**src/hw/map_macros.svh**
```systemverilog
`ifndef MAP_MACROS_SVH
`define MAP_MACROS_SVH

// scan and game coordinate width
`define COORD_W 10

// sprite memory address width and row pitch in words
`define ADDR_W 17
`define MEM_PITCH 320

// address output when the pixel hits no tile
`define BLANK_ADDR 12900

// entries in the terrain layout table
`define NUM_TILES 13

// player box size in game pixels
`define PLAYER_W 10
`define PLAYER_H 16

`endif

```
**src/hw/map_layout_pkg.sv**
```systemverilog
`include "map_macros.svh"

package map_layout_pkg;

    typedef enum logic [2:0] {
        TILE_SOLID,
        TILE_RED_RIVER,
        TILE_BLUE_RIVER,
        TILE_RED_DOOR,
        TILE_BLUE_DOOR
    } tile_kind_t;

    // one terrain rectangle on the 320x240 game grid
    typedef struct packed {
        logic [`COORD_W-1:0] pivot_h;
        logic [`COORD_W-1:0] pivot_v;
        logic [`COORD_W-1:0] width;
        logic [`COORD_W-1:0] height;
        logic [`COORD_W-1:0] mem_pivot_h;
        logic [`COORD_W-1:0] mem_pivot_v;
        tile_kind_t          kind;
    } tile_rect_t;

    // index 0 wins when rectangles overlap
    // columns: pivot h, pivot v, width, height, mem pivot h, mem pivot v, kind
    parameter tile_rect_t LAYOUT [`NUM_TILES] = '{
        // ceiling
        '{10'd0,   10'd0,   10'd320, 10'd10,  10'd0,   10'd220, TILE_SOLID},
        // rivers sit on top of the floor
        '{10'd150, 10'd230, 10'd40,  10'd6,   10'd0,   10'd65,  TILE_RED_RIVER},
        '{10'd210, 10'd230, 10'd40,  10'd6,   10'd55,  10'd70,  TILE_BLUE_RIVER},
        // floor
        '{10'd0,   10'd230, 10'd320, 10'd10,  10'd0,   10'd220, TILE_SOLID},
        // left and right boundary
        '{10'd0,   10'd10,  10'd10,  10'd220, 10'd305, 10'd10,  TILE_SOLID},
        '{10'd310, 10'd10,  10'd10,  10'd220, 10'd305, 10'd10,  TILE_SOLID},
        // walls 1 to 5
        '{10'd10,  10'd182, 10'd230, 10'd8,   10'd50,  10'd215, TILE_SOLID},
        '{10'd90,  10'd139, 10'd220, 10'd8,   10'd0,   10'd220, TILE_SOLID},
        '{10'd85,  10'd96,  10'd185, 10'd8,   10'd0,   10'd220, TILE_SOLID},
        '{10'd160, 10'd89,  10'd50,  10'd8,   10'd0,   10'd220, TILE_SOLID},
        '{10'd110, 10'd48,  10'd200, 10'd8,   10'd0,   10'd220, TILE_SOLID},
        // exit doors
        '{10'd250, 10'd19,  10'd23,  10'd29,  10'd0,   10'd89,  TILE_RED_DOOR},
        '{10'd280, 10'd19,  10'd23,  10'd29,  10'd32,  10'd89,  TILE_BLUE_DOOR}
    };

endpackage

```
**src/hw/sprite_pkg.sv**
```systemverilog
`include "map_macros.svh"

package sprite_pkg;

    typedef logic [`ADDR_W-1:0] sprite_addr_t;

    // word address of game pixel (h, v) inside a tile,
    // relative to where the tile's art sits in sprite memory
    function automatic sprite_addr_t tile_addr(
        input logic [`COORD_W-1:0] h,
        input logic [`COORD_W-1:0] v,
        input logic [`COORD_W-1:0] pivot_h,
        input logic [`COORD_W-1:0] pivot_v,
        input logic [`COORD_W-1:0] mem_pivot_h,
        input logic [`COORD_W-1:0] mem_pivot_v
    );
        sprite_addr_t col;
        sprite_addr_t row;
        col = sprite_addr_t'(h) - sprite_addr_t'(pivot_h) + sprite_addr_t'(mem_pivot_h);
        row = sprite_addr_t'(v) - sprite_addr_t'(pivot_v) + sprite_addr_t'(mem_pivot_v);
        return sprite_addr_t'(row * `MEM_PITCH) + col;
    endfunction

endpackage

```
**src/hw/map_render.sv**
```systemverilog
`timescale 1ns/1ns
`include "map_macros.svh"

module map_render (
    input  logic                     clk,
    input  logic                     rst_n,
    input  logic                     en,
    input  logic [`COORD_W-1:0]      vga_h,
    input  logic [`COORD_W-1:0]      vga_v,
    input  logic [`COORD_W-1:0]      p1_x,
    input  logic [`COORD_W-1:0]      p1_y,
    input  logic [`COORD_W-1:0]      p2_x,
    input  logic [`COORD_W-1:0]      p2_y,
    output sprite_pkg::sprite_addr_t addr,
    output logic                     p1_land,
    output logic                     p1_collision,
    output logic                     p1_hazard,
    output logic                     p1_at_door,
    output logic                     p2_land,
    output logic                     p2_collision,
    output logic                     p2_hazard,
    output logic                     p2_at_door
);

    logic [`NUM_TILES-1:0]    tile_hit;
    sprite_pkg::sprite_addr_t tile_addr [`NUM_TILES];

    // stage 1, one hit test per layout entry
    for (genvar i = 0; i < `NUM_TILES; i++) begin : g_tile
        terrain_tile #(
            .PIVOT_H     (map_layout_pkg::LAYOUT[i].pivot_h),
            .PIVOT_V     (map_layout_pkg::LAYOUT[i].pivot_v),
            .WIDTH       (map_layout_pkg::LAYOUT[i].width),
            .HEIGHT      (map_layout_pkg::LAYOUT[i].height),
            .MEM_PIVOT_H (map_layout_pkg::LAYOUT[i].mem_pivot_h),
            .MEM_PIVOT_V (map_layout_pkg::LAYOUT[i].mem_pivot_v)
        ) u_tile (
            .clk   (clk),
            .rst_n (rst_n),
            .en    (en),
            .vga_h (vga_h),
            .vga_v (vga_v),
            .hit   (tile_hit[i]),
            .addr  (tile_addr[i])
        );
    end

    // stage 2, first hit wins
    tile_priority_sel #(
        .N (`NUM_TILES)
    ) u_sel (
        .clk       (clk),
        .rst_n     (rst_n),
        .en        (en),
        .tile_hit  (tile_hit),
        .tile_addr (tile_addr),
        .addr      (addr)
    );

    // player state runs beside the pixel pipeline
    obj_state_ctrl u_osc (
        .clk          (clk),
        .rst_n        (rst_n),
        .en           (en),
        .p1_x         (p1_x),
        .p1_y         (p1_y),
        .p2_x         (p2_x),
        .p2_y         (p2_y),
        .p1_land      (p1_land),
        .p1_collision (p1_collision),
        .p1_hazard    (p1_hazard),
        .p1_at_door   (p1_at_door),
        .p2_land      (p2_land),
        .p2_collision (p2_collision),
        .p2_hazard    (p2_hazard),
        .p2_at_door   (p2_at_door)
    );

endmodule

```
**src/hw/obj_state_ctrl.sv**
```systemverilog
`timescale 1ns/1ns
`include "map_macros.svh"

module obj_state_ctrl (
    input  logic                clk,
    input  logic                rst_n,
    input  logic                en,
    input  logic [`COORD_W-1:0] p1_x,
    input  logic [`COORD_W-1:0] p1_y,
    input  logic [`COORD_W-1:0] p2_x,
    input  logic [`COORD_W-1:0] p2_y,
    output logic                p1_land,
    output logic                p1_collision,
    output logic                p1_hazard,
    output logic                p1_at_door,
    output logic                p2_land,
    output logic                p2_collision,
    output logic                p2_hazard,
    output logic                p2_at_door
);

    // flag vector order is {land, collision, hazard, at_door}
    logic [3:0] p1_flags;
    logic [3:0] p2_flags;

    // tests one player box against every layout entry
    function automatic logic [3:0] player_flags(
        input logic [`COORD_W-1:0]     x,
        input logic [`COORD_W-1:0]     y,
        input map_layout_pkg::tile_kind_t hazard_kind,
        input map_layout_pkg::tile_kind_t door_kind
    );
        logic [`COORD_W:0]       box_r;
        logic [`COORD_W:0]       box_b;
        logic [`COORD_W:0]       rect_r;
        logic [`COORD_W:0]       rect_b;
        logic                    ovl_h;
        logic                    ovl_v;
        logic                    land;
        logic                    coll;
        logic                    hazard;
        logic                    door;
        map_layout_pkg::tile_rect_t r;
        box_r  = {1'b0, x} + (`COORD_W+1)'(`PLAYER_W);
        box_b  = {1'b0, y} + (`COORD_W+1)'(`PLAYER_H);
        land   = 1'b0;
        coll   = 1'b0;
        hazard = 1'b0;
        door   = 1'b0;
        for (int i = 0; i < `NUM_TILES; i++) begin
            r      = map_layout_pkg::LAYOUT[i];
            rect_r = {1'b0, r.pivot_h} + {1'b0, r.width};
            rect_b = {1'b0, r.pivot_v} + {1'b0, r.height};
            // strict on both sides, so touching edges do not overlap
            ovl_h  = ({1'b0, x} < rect_r) && ({1'b0, r.pivot_h} < box_r);
            ovl_v  = ({1'b0, y} < rect_b) && ({1'b0, r.pivot_v} < box_b);
            if (r.kind == map_layout_pkg::TILE_SOLID) begin
                coll = coll | (ovl_h & ovl_v);
                // feet resting exactly on the top edge
                land = land | (ovl_h & (box_b == {1'b0, r.pivot_v}));
            end
            if (r.kind == hazard_kind) begin
                hazard = hazard | (ovl_h & ovl_v);
            end
            if (r.kind == door_kind) begin
                door = door | (ovl_h & ovl_v);
            end
        end
        return {land, coll, hazard, door};
    endfunction

    // player 1 is red, player 2 is blue
    assign p1_flags = player_flags(p1_x, p1_y,
                                   map_layout_pkg::TILE_BLUE_RIVER,
                                   map_layout_pkg::TILE_RED_DOOR);
    assign p2_flags = player_flags(p2_x, p2_y,
                                   map_layout_pkg::TILE_RED_RIVER,
                                   map_layout_pkg::TILE_BLUE_DOOR);

    always_ff @(posedge clk or negedge rst_n) begin
        if (!rst_n) begin
            {p1_land, p1_collision, p1_hazard, p1_at_door} <= 4'b0;
            {p2_land, p2_collision, p2_hazard, p2_at_door} <= 4'b0;
        end else if (en) begin
            {p1_land, p1_collision, p1_hazard, p1_at_door} <= p1_flags;
            {p2_land, p2_collision, p2_hazard, p2_at_door} <= p2_flags;
        end
    end

endmodule

```
**src/hw/terrain_tile.sv**
```systemverilog
`timescale 1ns/1ns
`include "map_macros.svh"

module terrain_tile #(
    parameter logic [`COORD_W-1:0] PIVOT_H     = '0,
    parameter logic [`COORD_W-1:0] PIVOT_V     = '0,
    parameter logic [`COORD_W-1:0] WIDTH       = '0,
    parameter logic [`COORD_W-1:0] HEIGHT      = '0,
    parameter logic [`COORD_W-1:0] MEM_PIVOT_H = '0,
    parameter logic [`COORD_W-1:0] MEM_PIVOT_V = '0
) (
    input  logic                   clk,
    input  logic                   rst_n,
    input  logic                   en,
    input  logic [`COORD_W-1:0]    vga_h,
    input  logic [`COORD_W-1:0]    vga_v,
    output logic                   hit,
    output sprite_pkg::sprite_addr_t addr
);

    // one bit wider so the far edge never wraps
    localparam logic [`COORD_W:0] END_H = PIVOT_H + WIDTH;
    localparam logic [`COORD_W:0] END_V = PIVOT_V + HEIGHT;

    logic [`COORD_W-1:0]      h;
    logic [`COORD_W-1:0]      v;
    logic                     in_rect;
    sprite_pkg::sprite_addr_t addr_d;

    // 640x480 scan to 320x240 grid
    assign h = vga_h >> 1;
    assign v = vga_v >> 1;

    // half-open rectangle test
    assign in_rect = (h >= PIVOT_H) && ({1'b0, h} < END_H) &&
                     (v >= PIVOT_V) && ({1'b0, v} < END_V);

    assign addr_d = in_rect ?
        sprite_pkg::tile_addr(h, v, PIVOT_H, PIVOT_V, MEM_PIVOT_H, MEM_PIVOT_V) : '0;

    always_ff @(posedge clk or negedge rst_n) begin
        if (!rst_n) begin
            hit  <= 1'b0;
            addr <= '0;
        end else if (en) begin
            hit  <= in_rect;
            addr <= addr_d;
        end
    end

endmodule

```
**src/hw/tile_priority_sel.sv**
```systemverilog
`timescale 1ns/1ns
`include "map_macros.svh"

module tile_priority_sel #(
    parameter int N = `NUM_TILES
) (
    input  logic                     clk,
    input  logic                     rst_n,
    input  logic                     en,
    input  logic [N-1:0]             tile_hit,
    input  sprite_pkg::sprite_addr_t tile_addr [N],
    output sprite_pkg::sprite_addr_t addr
);

    localparam sprite_pkg::sprite_addr_t BLANK = sprite_pkg::sprite_addr_t'(`BLANK_ADDR);

    sprite_pkg::sprite_addr_t sel_addr;

    // walk from the lowest priority up so index 0 is written last
    always_comb begin
        sel_addr = BLANK;
        for (int i = N - 1; i >= 0; i--) begin
            if (tile_hit[i]) begin
                sel_addr = tile_addr[i];
            end
        end
    end

    always_ff @(posedge clk or negedge rst_n) begin
        if (!rst_n) begin
            addr <= BLANK;
        end else if (en) begin
            addr <= sel_addr;
        end
    end

endmodule

```
**config.mk**
```make
export PLATFORM = sky130hd
export DESIGN_NAME = map_render
export DESIGN_NICKNAME = d
export VERILOG_FILES = /design/src/hw/map_layout_pkg.sv /design/src/hw/sprite_pkg.sv /design/src/hw/map_render.sv /design/src/hw/obj_state_ctrl.sv /design/src/hw/terrain_tile.sv /design/src/hw/tile_priority_sel.sv
export VERILOG_INCLUDE_DIRS = /design/src /design/src/hw
export SDC_FILE = /design/constraint.sdc
export NUM_CORES = 1
export LEC_CHECK = 0
export CAP_MARGIN = 20
export CORE_ASPECT_RATIO = 1.4
export CORE_MARGIN = 5
export CORE_UTILIZATION = 25
export CTS_BUF_LIST = sky130_fd_sc_hd__clkbuf_4 sky130_fd_sc_hd__clkbuf_8
export DETAILED_ROUTE_END_ITERATION = 6
export DONT_BUFFER_PORTS = 1
export PLACE_DENSITY_LB_ADDON = 0.2
export SYNTH_ARGS = -nofsm -noshare
export SYNTH_HDL_FRONTEND = slang
export SYNTH_SLANG_ARGS = --single-unit
```
**constraint.sdc**
```tcl
create_clock -name clk -period 2.5 [get_ports clk]
set_input_delay 0.25 -clock clk [delete_from_list [all_inputs] [get_ports clk]]
set_output_delay 0.25 -clock clk [all_outputs]
set_load 0.1 [all_outputs]
```
==> run metrics, run 1 <==
sw power=between 10 and 15 mW; sequential share of power=0.140; total core area=between 100000 and 150000 sq um; Tmin final=~3.4 ns; post-synth top area cell=dfrtp_1; share of layout cells above drive strength 1=0.454; Mapped Cells=roughly 3100; Final #Nets=4463; Async SR Flop Fraction=1.00; Hold Fails Final Rpt=roughly 260; Finish-stage setup viols=80; DR WL/cell=between 20 and 25 um; crit path capture type=flip-flop; CTS Sinks=259; area of the multi-input gates=approximately 24000 sq um; RD Place Congestion=slightly below 0.9; Post-Place Cell Area=approximately 36000 sq um; Port Buffers=0; sequential fraction of the synthesis area=0.242; DRC=0; relative slew slack=0.177; max-cap violations=0; VDD IR max=about 0.4 mV; vias in the first global route=around 28000; Internal=approximately 21 mW; Leakage=18.8 nW; Netlist cell types=97; first-pass GRT wire length=approximately 170 mm; clock share of power=0.136; Starting Density=0.251; syn_nets=between 3000 and 4000; kind of critical path=in2reg; top cells by area, synth=dfrtp_1 24%, ha_1 16%, xnor2_1 8.4%; Clock Path Buffers=3; Total Power Consumption=between 30 and 40 mW; crit share post-route=1.38; CTS tree=yes; TritonCTS buffer count=about 50; FP Rows=around 140; Routed WL=~110 mm; Worst-path clk slew=0.06 ns; Max Fclk=just under 0.3 GHz; status=complete, but fails checks; Top reg by flops=g_tile.u_tile.addr; Synth Register Bits=259; via density per instance=around 5.0; largest fanout on the critical path=19; Synth top area share=0.237; Finished Cell Area=roughly 43000 sq um; Util after Layout=0.407; startpoint types=primary input; synthesized cell area=between 20000 and 30000 sq um; Yosys warning total=0; failing checks=negative hold slack, negative setup slack; Mean Syn Cell Area=roughly 8.6 sq um; setup slack after layout=-0.948 ns; max reg flops=around 220; GRT Util Overall=0.191; largest registers=g_tile.u_tile.addr x221, u_sel.addr x17, g_tile.u_tile.hit x13; die height=~400 um; drt first pass iters=5; Root Driver=clkbuf_8; Layout area overhead=62.0%; Critical Path AT=a little over 4 ns; Final ANT Viol Nets=0; Critical Path RT=approximately 3 ns; pwr dens=roughly 800 nW/um^2; number of synthesized flops with an enable pin=0; register cell area after layout=6490 sq um; IO Count=88; initial DRC count=between 1000 and 1500; RSZ-0062 raised after global routing=yes; detailed placement HPWL=84.2 mm; Die Width=about 290 um; Setup WS pre-CTS=-1.82 ns; CTS H-tree depth=2; Fin Hold WS=-0.690 ns; vias post-DR=between 20000 and 30000; Setup Skew=approximately 0.051 ns; max-slew violations=0; largest net degree at the start of global routing=260; Slew @ Worst Pin=1.23 ns; grt ovf=0; Hold Crit Class=in2async; switch share=0.403; Main synth FF type=dfrtp_1; filler cell count=between 10000 and 15000; die area=roughly 110000 sq um; combinational share of power=0.724; setup TNS=-31.46 ns; initial antenna violation count=1; Clock Latency Late Sink=slightly below 0.7 ns
[cell usage after synthesis (all sizes together) (14+ instances only)]
cell and n:
a31oi 40, xor2 104, a22o 28, o21ai 141, nor2 196, o31ai 41
a211oi 21, inv 221, a221oi 30, a21oi 270, ha 333, dfrtp 253
and3 17, nor3 68, a21o 62, nor4 22, a221o 28, nor2b 38
nand2 149, a22oi 18, o22ai 81, o21bai 37, a2111oi 15, nand3 56
o21a 14, o2bb2ai 117, xnor2 264, clkbuf 136, nand4 25, fa 20
buf 47, or2 19, nand2b 35
[cell usage in the layout, fill, tap and decap left out, types with 31 or more instances in the layout]
master,instances
o21ai_0,80
inv_2,31
a21oi_2,59
nand3_1,50
buf_6,122
nor2_1,160
nand2_1,133
clkbuf_8,62
a21oi_4,35
ha_4,131
a21oi_1,176
xnor2_2,76
o2bb2ai_1,112
a21o_1,60
buf_4,843
nor3_1,42
dfrtp_1,250
xor2_1,74
o22ai_1,73
nand2b_1,31
ha_1,182
dlygate4sd3_1,61
inv_1,175
xnor2_1,163
[metal layers]
layer  vias to the layer above  GRT usage  part of all wire
met2                       518      0.354              0.52
met3                       200     0.0268             0.039
li1                      13300          -                 -
met5                         -          0                 0
met1                     13500      0.223              0.40
met4                         0     0.0728             0.043
[kinds of logic (layout without fill, tap and decap cells)]
group,count (synthesis),count (layout),synth area share
adders and majority gates,353,353,0.171
and+or+nand+nor,680,680,0.126
AOI/OAI and AO/OA,1044,1044,0.270
DFF,259,259,0.242
buffers and inverters,406,1360,0.0596
muxes,18,18,0.00729
xor gates and xnor gates,369,369,0.124
other,0,1,0
[final timing paths]
check	from	slack (ns)	cells past startpoint	end
max	vga_v[1]	-0.95	21	g_tile[7].u_tile.addr[16]
max in group asynchronous	rst_n	2.22	0	g_tile[3].u_tile.addr[14]
min in group clk	vga_h[1]	0	4	g_tile[4].u_tile.addr[3]
min	rst_n	-0.69	0	g_tile[12].u_tile.addr[16]
min reg2reg	g_tile[7].u_tile.addr[4]	0.49	1	g_tile[7].u_tile.addr[4]
max reg2reg	g_tile[11].u_tile.hit	-0.35	12	u_sel.addr[16]
[cell type report]
| cell class | count | area share |
|---|---|---|
| antenna | 1 | 0.0000577 |
| clock buffer | 71 | 0.0212 |
| clock inverter | 16 | 0.00349 |
| inverter | 223 | 0.0221 |
| multi-input combinational | 2464 | 0.562 |
| sequential | 259 | 0.150 |
| tap | 1368 | 0.0395 |
| timing repair buffer | 1050 | 0.202 |
[critical path, cell delays in order]
cell and delay (ns):
ha_4 0.22, xor2_4 0.25, buf_12 0.15, ha_4 0.15, and2_4 0.16, buf_4 0.12
o21ai_4 0.06, o21a_1 0.19, or2_4 0.25, inv_2 0.07, ha_4 0.20, ha_4 0.21
a21oi_2 0.15, xnor2_1 0.13, ha_1 0.26, a21o_1 0.17, a31o_4 0.21, or2_4 0.24
a2111oi_4 0.34, nor2_1 0.09, nand3_1 0.07
[stage by stage]
step | std cells | hold WS, ns
after floorplan | 3129 | -0.0456
after global placement | 5184 | -0.0326
after detailed placement | 5184 | -0.0327
after CTS | 5398 | -0.779
after global routing | 5452 | -0.729
final | 5452 | -0.690
[power by group through the flow]
| stage | combinational (mW) | sequential, mW | clock, mW |
|---|---|---|---|
| after CTS | 22.3 | 4.85 | 4.89 |
| after global placement | 18.8 | 4.91 | 0 |
| after global routing | 26.9 | 4.87 | 5.04 |
| final | 25.0 | 4.85 | 4.71 |
| after floorplan | 11.2 | 4.90 | 0 |
| after detailed placement | 18.8 | 4.91 | 0 |
[repair_timing]
action,in CTS,in global routing
pin swaps,346,364
resized for setup,500,359
hold buffers,64,2
buffers inserted,80,71
endpoints found under the setup margin,86,106
hold endpoints to repair,414,264
Note: power is estimated with default switching activity, not from simulation.
==> run 2, diff against run 1 <==
--- a/config.mk
+++ b/config.mk
@@ -8,2 +8,3 @@
 export LEC_CHECK = 0
+export ABC_AREA = 1
 export CAP_MARGIN = 20
==> constraint.sdc (replaced) <==
create_clock -name clk -period 2.5 [get_ports clk]
set_input_delay 0.125 -clock clk [delete_from_list [all_inputs] [get_ports clk]]
set_output_delay 0.125 -clock clk [all_outputs]
set_load 0.1 [all_outputs]
==> run 2 against run 1 <==
Net effect:
- the flow finishes with violations (negative hold slack, max-slew violations, negative setup slack)
- hold slack lost 0.099 ns
- non-clock buffer count fell by 20
- first-iteration DRC count grew 25%
- clock skew is 0.0029 ns lower
- sequential share of layout area about the same
- critical path depth fell by 1
- highest routed layer unchanged
==> run metrics, run 2 <==
Synth top area share=0.225 (was 0.237); Final #Nets=5551 (was 4463); Total Power Consumption=32.9 mW (was 34.6 mW); Finished Cell Area=43300 sq um (was 43400 sq um); Top reg by flops=g_tile.u_tile.addr (unchanged); Clock Path Buffers=3 (unchanged); most frequent cells in the layout=990 x nand2_1, 861 x buf_4, 487 x inv_1, 266 x nand3_1, 253 x dfrtp_1 (was 843 x buf_4, 250 x dfrtp_1, 182 x ha_1, 176 x a21oi_1, 175 x inv_1); final cell count without fillers=6646 (was 5452); kind of critical path=in2reg (unchanged); Setup WS pre-CTS=-1.66 ns (was -1.82 ns); most common cell after layout, fill and taps aside=nand2_1 (was buf_4); Mean Syn Cell Area=6.74 sq um (was 8.55 sq um); DRC=0 (unchanged); Critical Path AT=3.89 ns (was 4.03 ns); Slew @ Worst Pin=1.62 ns (was 1.23 ns); largest fanout on the critical path=16 (was 19); failing checks=negative hold slack, max-slew violations, negative setup slack (was negative hold slack, negative setup slack); Adder-Cell Fraction of Synth Area=0.162 (was 0.171); sw power=14.3 mW (was 13.9 mW); combinational share of power=0.703 (was 0.724); synthesized cell area=28100 sq um (was 26800 sq um); Finish-stage setup viols=63 (was 80); TritonCTS buffer count=51 (was 49); Die Width=293 um (was 287 um); first-pass GRT wire length=184 mm (was 171 mm); Fin Hold WS=-0.789 ns (was -0.690 ns); initial antenna violation count=2 (was 1); sequential fraction of the synthesis area=0.231 (was 0.242); Layout area overhead=54.0% (was 62.0%); Inst Count DP=6372 (was 5184); post-synthesis mux area share=0 (was 0.00729); CTS H-tree depth=2 (unchanged); syn_nets=4588 (was 3545); crit path capture type=flip-flop (unchanged); CTS Sinks=259 (unchanged); Max Fclk=0.302 GHz (was 0.290 GHz); GRT Util Overall=0.197 (was 0.191); Util after Layout=0.388 (was 0.407); Final ANT Viol Nets=0 (unchanged); switch share=0.435 (was 0.403); VDD IR max=0.407 mV (was 0.400 mV); Hold Crit Class=in2async (unchanged); startpoint types=primary input (unchanged); max-slew violations=54 (was 0); Setup Skew=0.0483 ns (was 0.0512 ns); post-synth top area cell=dfrtp_1 (unchanged); Post-Place Cell Area=37200 sq um (was 35900 sq um); Internal=18.6 mW (was 20.7 mW); post-synthesis compound-gate area fraction=0.165 (was 0.270); Synth Register Bits=259 (unchanged); pwr dens=759 nW/um^2 (was 798 nW/um^2); sequential share of power=0.145 (was 0.140); Critical R2R Launch=g_tile[11].u_tile.hit (unchanged); Worst Reg-to-Reg Cells=17 (was 12); Mapped Cells=4172 (was 3129); crit share post-route=1.32 (was 1.38); total core area=112000 sq um (was 107000 sq um); grt ovf=0 (unchanged); clock share of power=0.153 (was 0.136); Routed WL=123 mm (was 113 mm); largest net degree at the start of global routing=260 (unchanged); setup slack after layout=-0.807 ns (was -0.948 ns); Worst-path clk slew=0.06 ns (about the same); Clock Latency Late Sink=0.70 ns (was 0.68 ns); Netlist cell types=68 (was 97); DR WL/cell=18.6 um (was 20.8 um); status=complete, but fails checks (unchanged); Hold Fails Final Rpt=254 (was 255); Port Buffers=0 (unchanged); Tmin final=3.31 ns (was 3.45 ns); Critical Path RT=3.08 ns (about the same); via density per instance=4.71 (was 5.05); Worst R2R Setup Slack=0.08 ns (was -0.35 ns); xor and xnor area share after synthesis=0.0740 (was 0.124); main combinational cell family by area after synthesis=simple AND/OR/NAND/NOR gates (was compound AO/OA/AOI/OAI gates); max-cap violations=0 (unchanged); RSZ-0062 raised after global routing=yes (unchanged); die height=407 um (was 397 um); IO Count=88 (unchanged); vias in the first global route=31900 (was 28400); simple-gate portion of the synthesized area=0.271 (was 0.126); Root Driver=clkbuf_8 (unchanged); Async SR Flop Fraction=1.00 (unchanged); end of the worst register-to-register path=u_sel.addr[15] (was u_sel.addr[16]); detailed placement HPWL=92.7 mm (was 84.2 mm); Main synth FF type=dfrtp_1 (unchanged); vias post-DR=31300 (was 27500); share of layout cells above drive strength 1=0.339 (was 0.454); top cells by area, synth=dfrtp_1 23%, ha_1 15%, nand2_1 14% (was dfrtp_1 24%, ha_1 16%, xnor2_1 8.4%); RD Place Congestion=0.904 (was 0.886); largest registers=g_tile.u_tile.addr x221, u_sel.addr x17, g_tile.u_tile.hit x13 (unchanged); max reg flops=221 (unchanged); number of synthesized flops with an enable pin=0 (unchanged); FP Rows=145 (was 142); setup TNS=-26.15 ns (was -31.46 ns); relative slew slack=-0.0788 (was 0.177); CTS tree=yes (unchanged); cell with the most instances after synthesis=nand2_1 (was ha_1); Yosys warning total=0 (unchanged); initial DRC count=1515 (was 1215); filler cell count=11700 (was 10500); Synth top cells by count=1079 x nand2_1, 550 x inv_1, 333 x ha_1, 322 x a21oi_1, 312 x nand3_1 (was 333 x ha_1, 263 x a21oi_1, 256 x xnor2_1, 253 x dfrtp_1, 215 x inv_1); drt first pass iters=7 (was 5); Starting Density=0.252 (was 0.251); die area=119000 sq um (was 114000 sq um); Leakage=21.1 nW (was 18.8 nW)
==> run 2: cell count changes after synthesis, sizes merged, moves of 50 or more <==
cell     before   now
nand2       149  1098
inv         221   567
nand3        56   316
xnor2       264    74
o21ai       141   276
o2bb2ai     117     0
nor2        196   268
clkbuf      136    79
a21oi       270   322
a21o         62    12
xor2        104   154
==> run 2: area by class of cell <==
type                    instances  area (sq um)  area share
flip-flops and latches        259          6490       0.150
multi-input cells            3217         23100       0.534
clock buffers                  74           943      0.0218
well taps                    1470          1840      0.0425
inverters                     576          2270      0.0523
diodes                          2          5.00    0.000116
repair buffers               1030          8450       0.195
clock inverters                18           203     0.00468
==> run 2: worst max path at each step <==
stage,from,to
final,vga_v[2],g_tile[5].u_tile.addr[16]
after global routing,vga_v[2],g_tile[5].u_tile.addr[16]
after CTS,vga_v[2],g_tile[5].u_tile.addr[16]
after detailed placement,vga_v[2],g_tile[9].u_tile.addr[15]
after global placement,vga_v[3],g_tile[5].u_tile.addr[16]
after floorplan,vga_v[2],g_tile[5].u_tile.addr[16]
==> run 2: kinds of logic (layout without fill, tap and decap cells) <==
kind of cell             Yosys count  in the layout
AO/OA/AOI/OAI                    824            824
XOR/XNOR                         228            228
adder cells (fa/ha/maj)          353            353
buffers and inverters            696           1698
flip-flops                       259            259
other                              0              2
AND/OR/NAND/NOR                 1812           1812
==> run 2: metal layers <==
| metal | part of all wire | routed length, um | global-route usage | vias up |
|---|---|---|---|---|
| met4 | 0.048 | 5870 | 0.0822 | 0 |
| li1 | - | - | - | 15700 |
| met2 | 0.53 | 65500 | 0.379 | 635 |
| met1 | 0.39 | 48000 | 0.218 | 14800 |
| met3 | 0.033 | 4040 | 0.0208 | 238 |
| met5 | 0 | 0 | 0 | - |
==> run 2: worst max-delay path, cell delays in order <==
cell and delay [ns]:
clkinvlp_4 0.18, ha_4 0.31, o21ai_2 0.20, xor2_2 0.20
ha_1 0.29, fa_2 0.46, nand3_1 0.10, nand2_2 0.09
buf_12 0.14, xor2_4 0.17, inv_1 0.06, ha_1 0.28
ha_1 0.31, a21o_1 0.20, a221oi_2 0.22, a21boi_2 0.18
and2_4 0.15, nand3_2 0.06, nand3_2 0.07, nand2_1 0.04
==> run 2: power by group through the flow <==
stage               registers [mW]  logic, mW  clock network [mW]
floorplan                     5.14       10.5                   0
global placement              4.83       17.9                   0
detailed placement            4.83       17.9                   0
CTS                           4.76       20.3                5.18
global route                  4.79       25.2                5.34
finish                        4.76       23.1                5.02
==> run 2: repair_timing <==
item	CTS	global route
buffers inserted	70	62
hold buffers	79	4
endpoints found under the hold margin	472	267
setup endpoints to repair	69	138
cloned	0	2
pin swaps	172	281
gates resized for setup	297	421
